**src/include/lsu_defines.svh**
```systemverilog
// word geometry and access type codes of the load/store unit
`ifndef LSU_DEFINES_SVH
`define LSU_DEFINES_SVH

// word geometry, alignment tables assume a 32-bit word
`define LSU_DATA_W 32 // data and address width
`define LSU_BYTES  4  // bytes per data word
`define LSU_OFFS_W 2  // byte offset inside a word

// access type codes as driven by the execute stage
`define LSU_TYPE_WORD 2'b00
`define LSU_TYPE_HALF 2'b01
`define LSU_TYPE_BYTE 2'b10

// code 2'b11 decodes as a byte access as well,
// so every type decoder sends it down the byte path

`endif

```
**src/hw/lsu_pkg.sv**
```systemverilog
// shared vector types and the transaction FSM state enum of the load/store unit
`include "lsu_defines.svh"

package lsu_pkg;

  //////////////////////////////////////////////////////////////////////
  // vector types
  //////////////////////////////////////////////////////////////////////

  typedef logic [`LSU_DATA_W-1:0] lsu_word_t; // data or address word
  typedef logic [`LSU_BYTES-1:0]  lsu_be_t;   // one enable per byte lane
  typedef logic [`LSU_OFFS_W-1:0] lsu_offs_t; // byte offset in a word
  typedef logic [1:0]             lsu_type_t; // word, half or byte

  //////////////////////////////////////////////////////////////////////
  // transaction FSM
  //////////////////////////////////////////////////////////////////////

  // the MIS states belong to the first part of a split access
  typedef enum logic [2:0] {
    IDLE                      = 3'd0, // no request pending on the bus
    WAIT_GNT_MIS              = 3'd1, // first part waits for its grant
    WAIT_RVALID_MIS           = 3'd2, // first rvalid pending, second req out
    WAIT_GNT                  = 3'd3, // single or second part waits for grant
    WAIT_RVALID_MIS_GNTS_DONE = 3'd4  // both granted, first rvalid pending
  } lsu_fsm_e;

endpackage

```
**src/hw/lsu_ctrl_fsm.sv**
```systemverilog
// transaction FSM with split detection, error and last-address registers and status
`timescale 1ns/1ps
`include "lsu_defines.svh"

module lsu_ctrl_fsm (
  input  logic              clk_i,
  input  logic              rst_ni,
  // execute stage
  input  logic              lsu_req_i,
  input  logic              lsu_we_i,
  input  lsu_pkg::lsu_type_t lsu_type_i,
  input  lsu_pkg::lsu_word_t data_addr_i,       // unaligned address from the ALU
  // bus handshake
  input  logic              data_gnt_i,
  input  logic              data_rvalid_i,
  input  logic              data_err_i,
  output logic              data_req_o,
  // towards execute stage and datapath
  output logic              addr_incr_req_o,    // ask for last address plus 4
  output logic              ctrl_update_o,      // latch access attributes
  output logic              rdata_update_o,     // latch first-part read word
  output logic              second_part_o,      // second part of a split in flight
  output lsu_pkg::lsu_word_t addr_last_o,
  // status
  output logic              lsu_req_done_o,
  output logic              lsu_resp_valid_o,
  output logic              lsu_rdata_valid_o,
  output logic              load_err_o,
  output logic              store_err_o,
  output logic              busy_o
);

  import lsu_pkg::*;

  lsu_fsm_e  fsm_cs, fsm_ns;
  lsu_offs_t data_offs;
  lsu_word_t addr_last_q;
  logic      addr_update;
  logic      split_access;
  logic      second_part_q, second_part_d;
  logic      lsu_err_q, lsu_err_d;     // error seen on the first part
  logic      data_we_q;                // store flag of the running access
  logic      any_err;
  logic [1:0] outstanding_q;           // granted but not yet answered

  assign data_offs = data_addr_i[`LSU_OFFS_W-1:0];

  // word at non-zero offset or half word crossing into the next word
  assign split_access =
      ((lsu_type_i == `LSU_TYPE_WORD) && (data_offs != 2'b00)) ||
      ((lsu_type_i == `LSU_TYPE_HALF) && (data_offs == 2'b11));

  //////////////////////////////////////////////////////////////////////
  // next state
  //////////////////////////////////////////////////////////////////////

  always_comb begin
    fsm_ns          = fsm_cs;
    data_req_o      = 1'b0;
    addr_incr_req_o = 1'b0;
    addr_update     = 1'b0;
    ctrl_update_o   = 1'b0;
    rdata_update_o  = 1'b0;
    second_part_d   = second_part_q;
    lsu_err_d       = lsu_err_q;

    unique case (fsm_cs)
      IDLE: begin
        if (lsu_req_i) begin
          data_req_o = 1'b1;
          lsu_err_d  = 1'b0;                 // fresh access, no error yet
          if (data_gnt_i) begin
            ctrl_update_o = 1'b1;
            addr_update   = 1'b1;
            second_part_d = split_access;
            fsm_ns        = split_access ? WAIT_RVALID_MIS : IDLE;
          end else begin
            fsm_ns        = split_access ? WAIT_GNT_MIS : WAIT_GNT;
          end
        end
      end

      WAIT_GNT_MIS: begin
        data_req_o = 1'b1;                   // hold first part until granted
        if (data_gnt_i) begin
          ctrl_update_o = 1'b1;
          addr_update   = 1'b1;
          second_part_d = 1'b1;
          fsm_ns        = WAIT_RVALID_MIS;
        end
      end

      WAIT_RVALID_MIS: begin
        data_req_o      = 1'b1;              // second part already on the bus
        addr_incr_req_o = 1'b1;
        if (data_rvalid_i) begin
          lsu_err_d      = data_err_i;       // remember first-part outcome
          rdata_update_o = ~data_we_q;
          // keep the failing address for the trap handler
          addr_update    = data_gnt_i & ~data_err_i;
          second_part_d  = ~data_gnt_i;
          fsm_ns         = data_gnt_i ? IDLE : WAIT_GNT;
        end else if (data_gnt_i) begin
          second_part_d = 1'b0;
          fsm_ns        = WAIT_RVALID_MIS_GNTS_DONE;
        end
      end

      WAIT_GNT: begin
        data_req_o      = 1'b1;
        addr_incr_req_o = second_part_q;     // only for the second part
        if (data_gnt_i) begin
          ctrl_update_o = 1'b1;
          addr_update   = ~lsu_err_q;
          second_part_d = 1'b0;
          fsm_ns        = IDLE;
        end
      end

      WAIT_RVALID_MIS_GNTS_DONE: begin
        addr_incr_req_o = 1'b1;              // second address stays visible
        if (data_rvalid_i) begin
          lsu_err_d      = data_err_i;
          addr_update    = ~data_err_i;
          rdata_update_o = ~data_we_q;
          fsm_ns         = IDLE;             // only the last rvalid remains
        end
      end

      default: fsm_ns = IDLE;
    endcase
  end

  //////////////////////////////////////////////////////////////////////
  // registers
  //////////////////////////////////////////////////////////////////////

  always_ff @(posedge clk_i or negedge rst_ni) begin
    if (!rst_ni) begin
      fsm_cs        <= IDLE;
      second_part_q <= 1'b0;
      lsu_err_q     <= 1'b0;
      data_we_q     <= 1'b0;
      addr_last_q   <= '0;
      outstanding_q <= 2'd0;
    end else begin
      fsm_cs        <= fsm_ns;
      second_part_q <= second_part_d;
      lsu_err_q     <= lsu_err_d;
      if (ctrl_update_o) data_we_q <= lsu_we_i;
      if (addr_update) addr_last_q <= data_addr_i;
      // grant adds a response, rvalid retires one
      if ((data_req_o && data_gnt_i) && !data_rvalid_i) begin
        outstanding_q <= outstanding_q + 2'd1;
      end else if (!(data_req_o && data_gnt_i) && data_rvalid_i) begin
        outstanding_q <= outstanding_q - 2'd1;
      end
    end
  end

  // status outputs
  assign any_err           = lsu_err_q | data_err_i;   // either part failed
  assign lsu_req_done_o    = (lsu_req_i | (fsm_cs != IDLE)) & (fsm_ns == IDLE);
  assign lsu_resp_valid_o  = data_rvalid_i & (fsm_cs == IDLE); // final rvalid only
  assign lsu_rdata_valid_o = lsu_resp_valid_o & ~any_err & ~data_we_q;
  assign load_err_o        = lsu_resp_valid_o & any_err & ~data_we_q;
  assign store_err_o       = lsu_resp_valid_o & any_err &  data_we_q;
  assign second_part_o     = second_part_q;
  assign addr_last_o       = addr_last_q;
  assign busy_o            = (fsm_cs != IDLE);

  // a response in IDLE must belong to a grant given earlier
  a_rvalid_outstanding : assert property (@(posedge clk_i) disable iff (!rst_ni)
    (data_rvalid_i && (fsm_cs == IDLE)) |-> (outstanding_q != 2'd0))
    else $error("rvalid in IDLE with no outstanding request");

  a_state_legal : assert property (@(posedge clk_i) disable iff (!rst_ni)
    fsm_cs inside {IDLE, WAIT_GNT_MIS, WAIT_RVALID_MIS, WAIT_GNT,
                   WAIT_RVALID_MIS_GNTS_DONE})
    else $error("illegal FSM state %0d", fsm_cs);

endmodule

```
**src/hw/lsu_wdata_align.sv**
```systemverilog
// byte enable generation and store data rotation for the data bus
`timescale 1ns/1ps
`include "lsu_defines.svh"

module lsu_wdata_align (
  input  lsu_pkg::lsu_type_t lsu_type_i,
  input  lsu_pkg::lsu_offs_t data_offs_i,   // low address bits of the access
  input  logic               second_part_i,  // upper word of a split access
  input  lsu_pkg::lsu_word_t lsu_wdata_i,
  output lsu_pkg::lsu_be_t   data_be_o,
  output lsu_pkg::lsu_word_t data_wdata_o
);

  import lsu_pkg::*;

  lsu_be_t be_first;   // lanes from the offset upwards
  lsu_be_t be_second;  // lanes spilling into the next word

  //////////////////////////////////////////////////////////////////////
  // byte enables
  //////////////////////////////////////////////////////////////////////

  always_comb begin
    unique case (lsu_type_i)
      `LSU_TYPE_WORD: begin
        be_first = 4'b1111 << data_offs_i;     // 1111 1110 1100 1000
        unique case (data_offs_i)
          2'b01:   be_second = 4'b0001;
          2'b10:   be_second = 4'b0011;
          2'b11:   be_second = 4'b0111;
          default: be_second = 4'b1111;         // aligned word never splits
        endcase
      end
      `LSU_TYPE_HALF: begin
        be_first  = 4'b0011 << data_offs_i;    // offset 3 keeps only lane 3
        be_second = 4'b0001;                   // top byte lands in lane 0
      end
      default: begin                           // byte, codes 2 and 3
        be_first  = 4'b0001 << data_offs_i;
        be_second = 4'b0001 << data_offs_i;    // bytes never split
      end
    endcase
  end

  assign data_be_o = second_part_i ? be_second : be_first;

  // store data rotated left by the offset in bytes, same for both parts
  always_comb begin
    unique case (data_offs_i)
      2'b01:   data_wdata_o = {lsu_wdata_i[23:0], lsu_wdata_i[31:24]};
      2'b10:   data_wdata_o = {lsu_wdata_i[15:0], lsu_wdata_i[31:16]};
      2'b11:   data_wdata_o = {lsu_wdata_i[7:0],  lsu_wdata_i[31:8]};
      default: data_wdata_o = lsu_wdata_i;
    endcase
  end

  // the second part always starts at lane 0 of the next word
  always_comb begin
    a_second_lane0 : assert final (!second_part_i || data_be_o[0])
      else $error("second part misses lane 0, type %0d offs %0d", lsu_type_i, data_offs_i);
  end

endmodule

```
**src/hw/lsu_rdata_align.sv**
```systemverilog
// first-part read data and access attribute registers, load realignment and extension
`timescale 1ns/1ps
`include "lsu_defines.svh"

module lsu_rdata_align (
  input  logic               clk_i,
  input  logic               rst_ni,
  input  logic               ctrl_update_i,   // access granted, latch attributes
  input  logic               rdata_update_i,  // first-part rvalid of a split load
  input  lsu_pkg::lsu_offs_t data_offs_i,
  input  lsu_pkg::lsu_type_t lsu_type_i,
  input  logic               lsu_sign_ext_i,
  input  lsu_pkg::lsu_word_t data_rdata_i,
  output lsu_pkg::lsu_word_t lsu_rdata_o
);

  import lsu_pkg::*;

  logic [`LSU_DATA_W-1:8] rdata_q;  // bytes 1..3 of the first word
  lsu_offs_t offs_q;
  lsu_type_t type_q;
  logic      sign_ext_q;

  lsu_word_t   rdata_w;   // realigned word
  logic [15:0] rdata_h;   // selected half word
  logic [7:0]  rdata_b;   // selected byte

  //////////////////////////////////////////////////////////////////////
  // registers
  //////////////////////////////////////////////////////////////////////

  // payload only, the lower byte is never needed for recombination
  always_ff @(posedge clk_i) begin
    if (rdata_update_i) begin
      rdata_q <= data_rdata_i[`LSU_DATA_W-1:8];
    end
  end

  // access attributes steer the output muxes
  always_ff @(posedge clk_i or negedge rst_ni) begin
    if (!rst_ni) begin
      offs_q     <= '0;
      type_q     <= `LSU_TYPE_WORD;
      sign_ext_q <= 1'b0;
    end else if (ctrl_update_i) begin
      offs_q     <= data_offs_i;
      type_q     <= lsu_type_i;
      sign_ext_q <= lsu_sign_ext_i;
    end
  end

  //////////////////////////////////////////////////////////////////////
  // realignment
  //////////////////////////////////////////////////////////////////////

  // low part comes from the first word, high part from the current one
  always_comb begin
    unique case (offs_q)
      2'b01:   rdata_w = {data_rdata_i[7:0],  rdata_q[31:8]};
      2'b10:   rdata_w = {data_rdata_i[15:0], rdata_q[31:16]};
      2'b11:   rdata_w = {data_rdata_i[23:0], rdata_q[31:24]};
      default: rdata_w = data_rdata_i;             // aligned word
    endcase
  end

  always_comb begin
    unique case (offs_q)
      2'b01:   rdata_h = data_rdata_i[23:8];
      2'b10:   rdata_h = data_rdata_i[31:16];
      2'b11:   rdata_h = {data_rdata_i[7:0], rdata_q[31:24]}; // crosses words
      default: rdata_h = data_rdata_i[15:0];
    endcase
  end

  // a byte sits in one lane, picked by the offset
  always_comb begin
    unique case (offs_q)
      2'b01:   rdata_b = data_rdata_i[15:8];
      2'b10:   rdata_b = data_rdata_i[23:16];
      2'b11:   rdata_b = data_rdata_i[31:24];
      default: rdata_b = data_rdata_i[7:0];
    endcase
  end

  //////////////////////////////////////////////////////////////////////
  // extension and type select
  //////////////////////////////////////////////////////////////////////

  always_comb begin
    unique case (type_q)
      `LSU_TYPE_WORD: lsu_rdata_o = rdata_w;
      `LSU_TYPE_HALF: lsu_rdata_o = {{16{sign_ext_q & rdata_h[15]}}, rdata_h};
      default:        lsu_rdata_o = {{24{sign_ext_q & rdata_b[7]}}, rdata_b}; // byte
    endcase
  end

endmodule

```
**src/hw/lsu_top.sv**
```systemverilog
// load/store unit top level joining control FSM, store alignment and load alignment
`timescale 1ns/1ps
`include "lsu_defines.svh"

module lsu_top (
  input  logic               clk_i,
  input  logic               rst_ni,
  // data bus
  output logic               data_req_o,
  input  logic               data_gnt_i,
  input  logic               data_rvalid_i,
  input  logic               data_err_i,
  output lsu_pkg::lsu_word_t data_addr_o,     // always word aligned
  output logic               data_we_o,
  output lsu_pkg::lsu_be_t   data_be_o,
  output lsu_pkg::lsu_word_t data_wdata_o,
  input  lsu_pkg::lsu_word_t data_rdata_i,
  // execute stage
  input  logic               lsu_req_i,
  input  logic               lsu_we_i,
  input  lsu_pkg::lsu_type_t lsu_type_i,
  input  logic               lsu_sign_ext_i,
  input  lsu_pkg::lsu_word_t lsu_wdata_i,
  input  lsu_pkg::lsu_word_t adder_result_ex_i, // address from the ALU
  output lsu_pkg::lsu_word_t lsu_rdata_o,
  output logic               lsu_rdata_valid_o,
  output logic               addr_incr_req_o,
  output lsu_pkg::lsu_word_t addr_last_o,       // for mtval and split address
  output logic               lsu_req_done_o,
  output logic               lsu_resp_valid_o,
  // exceptions and status
  output logic               load_err_o,
  output logic               store_err_o,
  output logic               busy_o
);

  import lsu_pkg::*;

  lsu_offs_t data_offs;
  logic      ctrl_update;
  logic      rdata_update;
  logic      second_part;

  assign data_offs   = adder_result_ex_i[`LSU_OFFS_W-1:0];
  // bus only sees word addresses, the offset lives in the byte enables
  assign data_addr_o = {adder_result_ex_i[`LSU_DATA_W-1:`LSU_OFFS_W], {`LSU_OFFS_W{1'b0}}};
  assign data_we_o   = lsu_we_i;

  lsu_ctrl_fsm u_ctrl_fsm (
    .clk_i             (clk_i),
    .rst_ni            (rst_ni),
    .lsu_req_i         (lsu_req_i),
    .lsu_we_i          (lsu_we_i),
    .lsu_type_i        (lsu_type_i),
    .data_addr_i       (adder_result_ex_i),
    .data_gnt_i        (data_gnt_i),
    .data_rvalid_i     (data_rvalid_i),
    .data_err_i        (data_err_i),
    .data_req_o        (data_req_o),
    .addr_incr_req_o   (addr_incr_req_o),
    .ctrl_update_o     (ctrl_update),
    .rdata_update_o    (rdata_update),
    .second_part_o     (second_part),
    .addr_last_o       (addr_last_o),
    .lsu_req_done_o    (lsu_req_done_o),
    .lsu_resp_valid_o  (lsu_resp_valid_o),
    .lsu_rdata_valid_o (lsu_rdata_valid_o),
    .load_err_o        (load_err_o),
    .store_err_o       (store_err_o),
    .busy_o            (busy_o)
  );

  lsu_wdata_align u_wdata_align (
    .lsu_type_i    (lsu_type_i),
    .data_offs_i   (data_offs),
    .second_part_i (second_part),
    .lsu_wdata_i   (lsu_wdata_i),
    .data_be_o     (data_be_o),
    .data_wdata_o  (data_wdata_o)
  );

  lsu_rdata_align u_rdata_align (
    .clk_i          (clk_i),
    .rst_ni         (rst_ni),
    .ctrl_update_i  (ctrl_update),
    .rdata_update_i (rdata_update),
    .data_offs_i    (data_offs),
    .lsu_type_i     (lsu_type_i),
    .lsu_sign_ext_i (lsu_sign_ext_i),
    .data_rdata_i   (data_rdata_i),
    .lsu_rdata_o    (lsu_rdata_o)
  );

endmodule

```
**config.mk**
```make
export PLATFORM = sky130hd
export DESIGN_NAME = lsu_top
export DESIGN_NICKNAME = d
export VERILOG_FILES = /design/src/hw/lsu_pkg.sv /design/src/hw/lsu_ctrl_fsm.sv /design/src/hw/lsu_wdata_align.sv /design/src/hw/lsu_rdata_align.sv /design/src/hw/lsu_top.sv
export VERILOG_INCLUDE_DIRS = /design/src /design/src/include
export SDC_FILE = /design/constraint.sdc
export NUM_CORES = 1
export LEC_CHECK = 0
export ABC_AREA = 1
export ABC_CLOCK_PERIOD_IN_PS = 4200
export BUFFER_PORTS_ARGS = -buffer_cell sky130_fd_sc_hd__buf_2
export CAP_MARGIN = 40
export CORE_UTILIZATION = 39
export DETAILED_ROUTE_END_ITERATION = 12
export GPL_TIMING_DRIVEN = 1
export PLACE_DENSITY = 0.68
export SLEW_MARGIN = 5
export SYNTH_ARGS = -nofsm -noshare
export SYNTH_HDL_FRONTEND = slang
export SYNTH_SLANG_ARGS = --single-unit
export TNS_END_PERCENT = 20
```
**constraint.sdc**
```tcl
create_clock -name clk_i -period 4.2 [get_ports clk_i]
set_input_delay 0.63 -clock clk_i [delete_from_list [all_inputs] [get_ports clk_i]]
set_output_delay 0.63 -clock clk_i [all_outputs]
set_load 0.005 [all_outputs]
```
==> results.yml <==
status:
  status: "completed"
detailed_routing:
  top_layer: "met4"
  viasPerCell: 5.223
  totalWireLength_mm: 17.88
  wl_met2_mm: 8.391
  wire_per_inst_um: 14.17
  route.vias.total: 6592
  ant_nets: 0
  wl_met3_mm: 1.183
  drtIter0Drc: 449
  drc: 0
  met1Wirelength_mm: 7.892
  firstDrtPassIters: 6
synth:
  ys.flop_type: "dfrtp_1"
  post_synth_instance_area_um2: 5607
  synthTopCellsByCount: "nand2_1, nand3_1, nor2_1"
  synth_top_area_share_pct: 22.90
  synthCells: 898
  yosysWarnings: 0
  synth_top_cells_by_area: "nand2_1, dfrtp_1, edfxtp_1"
  synthDistinctLibCells: 29
  avgSynthCellArea_um2: 6.243
  ys_seq_area_share_pct: 32.05
  synthArstFlopShare_pct: 64.18
  synth-edff-count: 24
  yosysTopAreaCell: "nand2_1"
  yosysMostFrequentCell: "nand2_1"
  synth-seq-cells: 67
clock_network:
  clock_path_buffers: 2
  cts_resized: 0
  hold_buffers: 0
  post-cts-setup-buffers: 0
  cts_tree: "done"
  clk_latency_ns: 0.33
  cts_buffers: 9
  clock-root-buffer: "clkbuf_16"
  htree_levels: 3
  clk_pin_slew_ns: 0.06
  cts.sinks: 67
die:
  fp.dieW_um: 121.9
  io_pins: 247
  coreArea_um2: 13930
  dieHeight_um: 121.9
  rows: 43
  start_util_pct: 40.24
  die-area_um2: 14860
timing:
  relSlewSlack_pct: 46.40
  finalClockSkew_ns: 0.006780
  min_period_ns: 3.253
  hold_violations: 0
  setup_viol: 0
  period_share_pct: 77.45
  fmax_ghz: 0.3074
  holdWs_ns: 0.1502
  tns_ns: 0
  grt_setup_unrepaired: "no"
  final_max_slew_viol_count: 0
  tightest_slew_ns: 0.7986
placed_design:
  port_buffers: 244
  gp_congestion: 0.9050
  dp_hpwl_mm: 12.71
cells_and_area:
  utilization_pct: 49.83
  area_growth_pct: 23.86
  finalNetCount: 1188
  antenna_cells: 0
  fill_cells: 1522
  layout-drive-gt1-share_pct: 27.17
pwr:
  power_leakage_nw: 3.727
  p_total_mw: 4.399
  powerDensity_nw_per_um2: 633.5
  ir_drop_mv: 0.2999
worst_setup_path:
  critPathArrivalTime_ns: 2.62
  critPathLaunchType: "flop"
  worstSetupPathType: "flop to output port"
  r2r_start: "u_ctrl_fsm.fsm_cs[0]"
  cpPeakStageDelay_ns: 0.62
  slowest_stage: "dfrtp_1"
  rr_worst_depth: 8
  endpoint_kind: "output port"
  path_cells: "nand2_2 > inv_2 > nand2_1 > nand4_1 > nand3_2 > nand3_1 > buf_2"
  worstPathRequired_ns: 3.57
  critPathMaxFanout: 24
  rrSetupSlack_ns: 2.11
  r2r-end: "u_ctrl_fsm.addr_last_o[1]"
global_route:
  grt_pass1_vias: 5706
  grt_overflow: 0
  grt_pass1_wl_mm: 28.06
  grt_max_degree: 36
  antenna_found_initial: 0
  grt_usage_pct: 23.67
worst_hold_path:
  hp-class: "input port to async pin"
flow_run:
  maxCapViolCount: 0
==> routing by layer <==
| metal | track usage, % | vias to the layer above |
|---|---|---|
| met5 | 0 | - |
| met4 | 8.410 | 0 |
| met2 | 37.85 | 274 |
| met1 | 31.98 | 3022 |
| met3 | 4.120 | 40 |
| li1 | - | 3256 |
==> metrics by stage <==
step	setup WS (ns)	std cells	cell area, um^2
detailed placement	1.324	1246	6656
finish	0.9472	1262	6944
global placement	1.333	1245	6636
CTS	0.9784	1262	6944
floorplan	1.889	899	5610
global route	0.7628	1262	6944
==> critical path, delay by kind of cell (launching register included) <==
kind | cells | cell delay [ns]
simple gates | 5 | 1.15
buf+inv | 2 | 0.53
flops | 1 | 0.62
==> power breakdown <==
group	switching (mW)	internal (mW)	total, mW
logic	1.57	0.977	2.55
clock network	0.290	0.421	0.712
registers	0.213	0.923	1.14
==> layout make-up <==
cell class / instances / area, um^2 / area share (%)
tap: 180 / 225.2 / 3.243
multi-input combinational: 683 / 3085 / 44.43
timing repair buffer: 256 / 1324 / 19.06
clock buffer: 10 / 239.0 / 3.441
inverter: 60 / 225.2 / 3.243
clock inverter: 6 / 48.80 / 0.7027
sequential: 67 / 1797 / 25.87
==> layout by cell type (no fill, tap or decap), drive strengths merged, types with 5 or more instances in the layout <==
cell,synthesis,final
o21ai,40,40
buf,63,256
nor2,87,87
clkinv,1,5
inv,59,61
edfxtp,24,24
dfrtp,43,43
nand2,346,346
ha,5,5
nand3,85,85
a21oi,50,50
a31oi,32,32
nand4,8,8
clkbuf,26,10
o211ai,21,21
==> logic make-up (layout without fill, tap and decap cells) <==
family          Yosys count  after routing  synth area share, %
other cells               1              2              0.06689
compound gates          146            146                14.86
fa+ha+maj                 5              5                1.116
flops                    67             67                32.05
simple gates            530            530                38.88
buf+inv                 149            332                13.03
==> worst max path at each step <==
| stage | endpoint | slack, ns | cells after the start | start |
|---|---|---|---|---|
| global placement | data_wdata_o[23] | 1.33 | 9 | adder_result_ex_i[1] |
| CTS | lsu_rdata_o[12] | 0.98 | 7 | u_rdata_align.offs_q[0] |
| floorplan | u_rdata_align.rdata_q[10] | 1.89 | 6 | u_ctrl_fsm.fsm_cs[0] |
| finish | lsu_rdata_o[21] | 0.95 | 7 | u_rdata_align.offs_q[0] |
| detailed placement | data_wdata_o[23] | 1.32 | 9 | adder_result_ex_i[1] |
| global route | lsu_rdata_o[30] | 0.76 | 7 | u_rdata_align.offs_q[0] |
==> sequential cells by signal (all words and copies together), names as in the netlist <==
| name | cells |
|---|---|
| u_rdata_align.sign_ext_q | 1 |
| u_rdata_align.type_q | 2 |
| u_ctrl_fsm.fsm_cs | 3 |
| u_ctrl_fsm.data_we_q | 1 |
| u_ctrl_fsm.addr_last_o | 32 |
| u_rdata_align.offs_q | 2 |
| u_ctrl_fsm.lsu_err_q | 1 |
| u_rdata_align.rdata_q | 24 |
| u_ctrl_fsm.second_part_o | 1 |
Note: power is estimated with default switching activity, not from simulation.
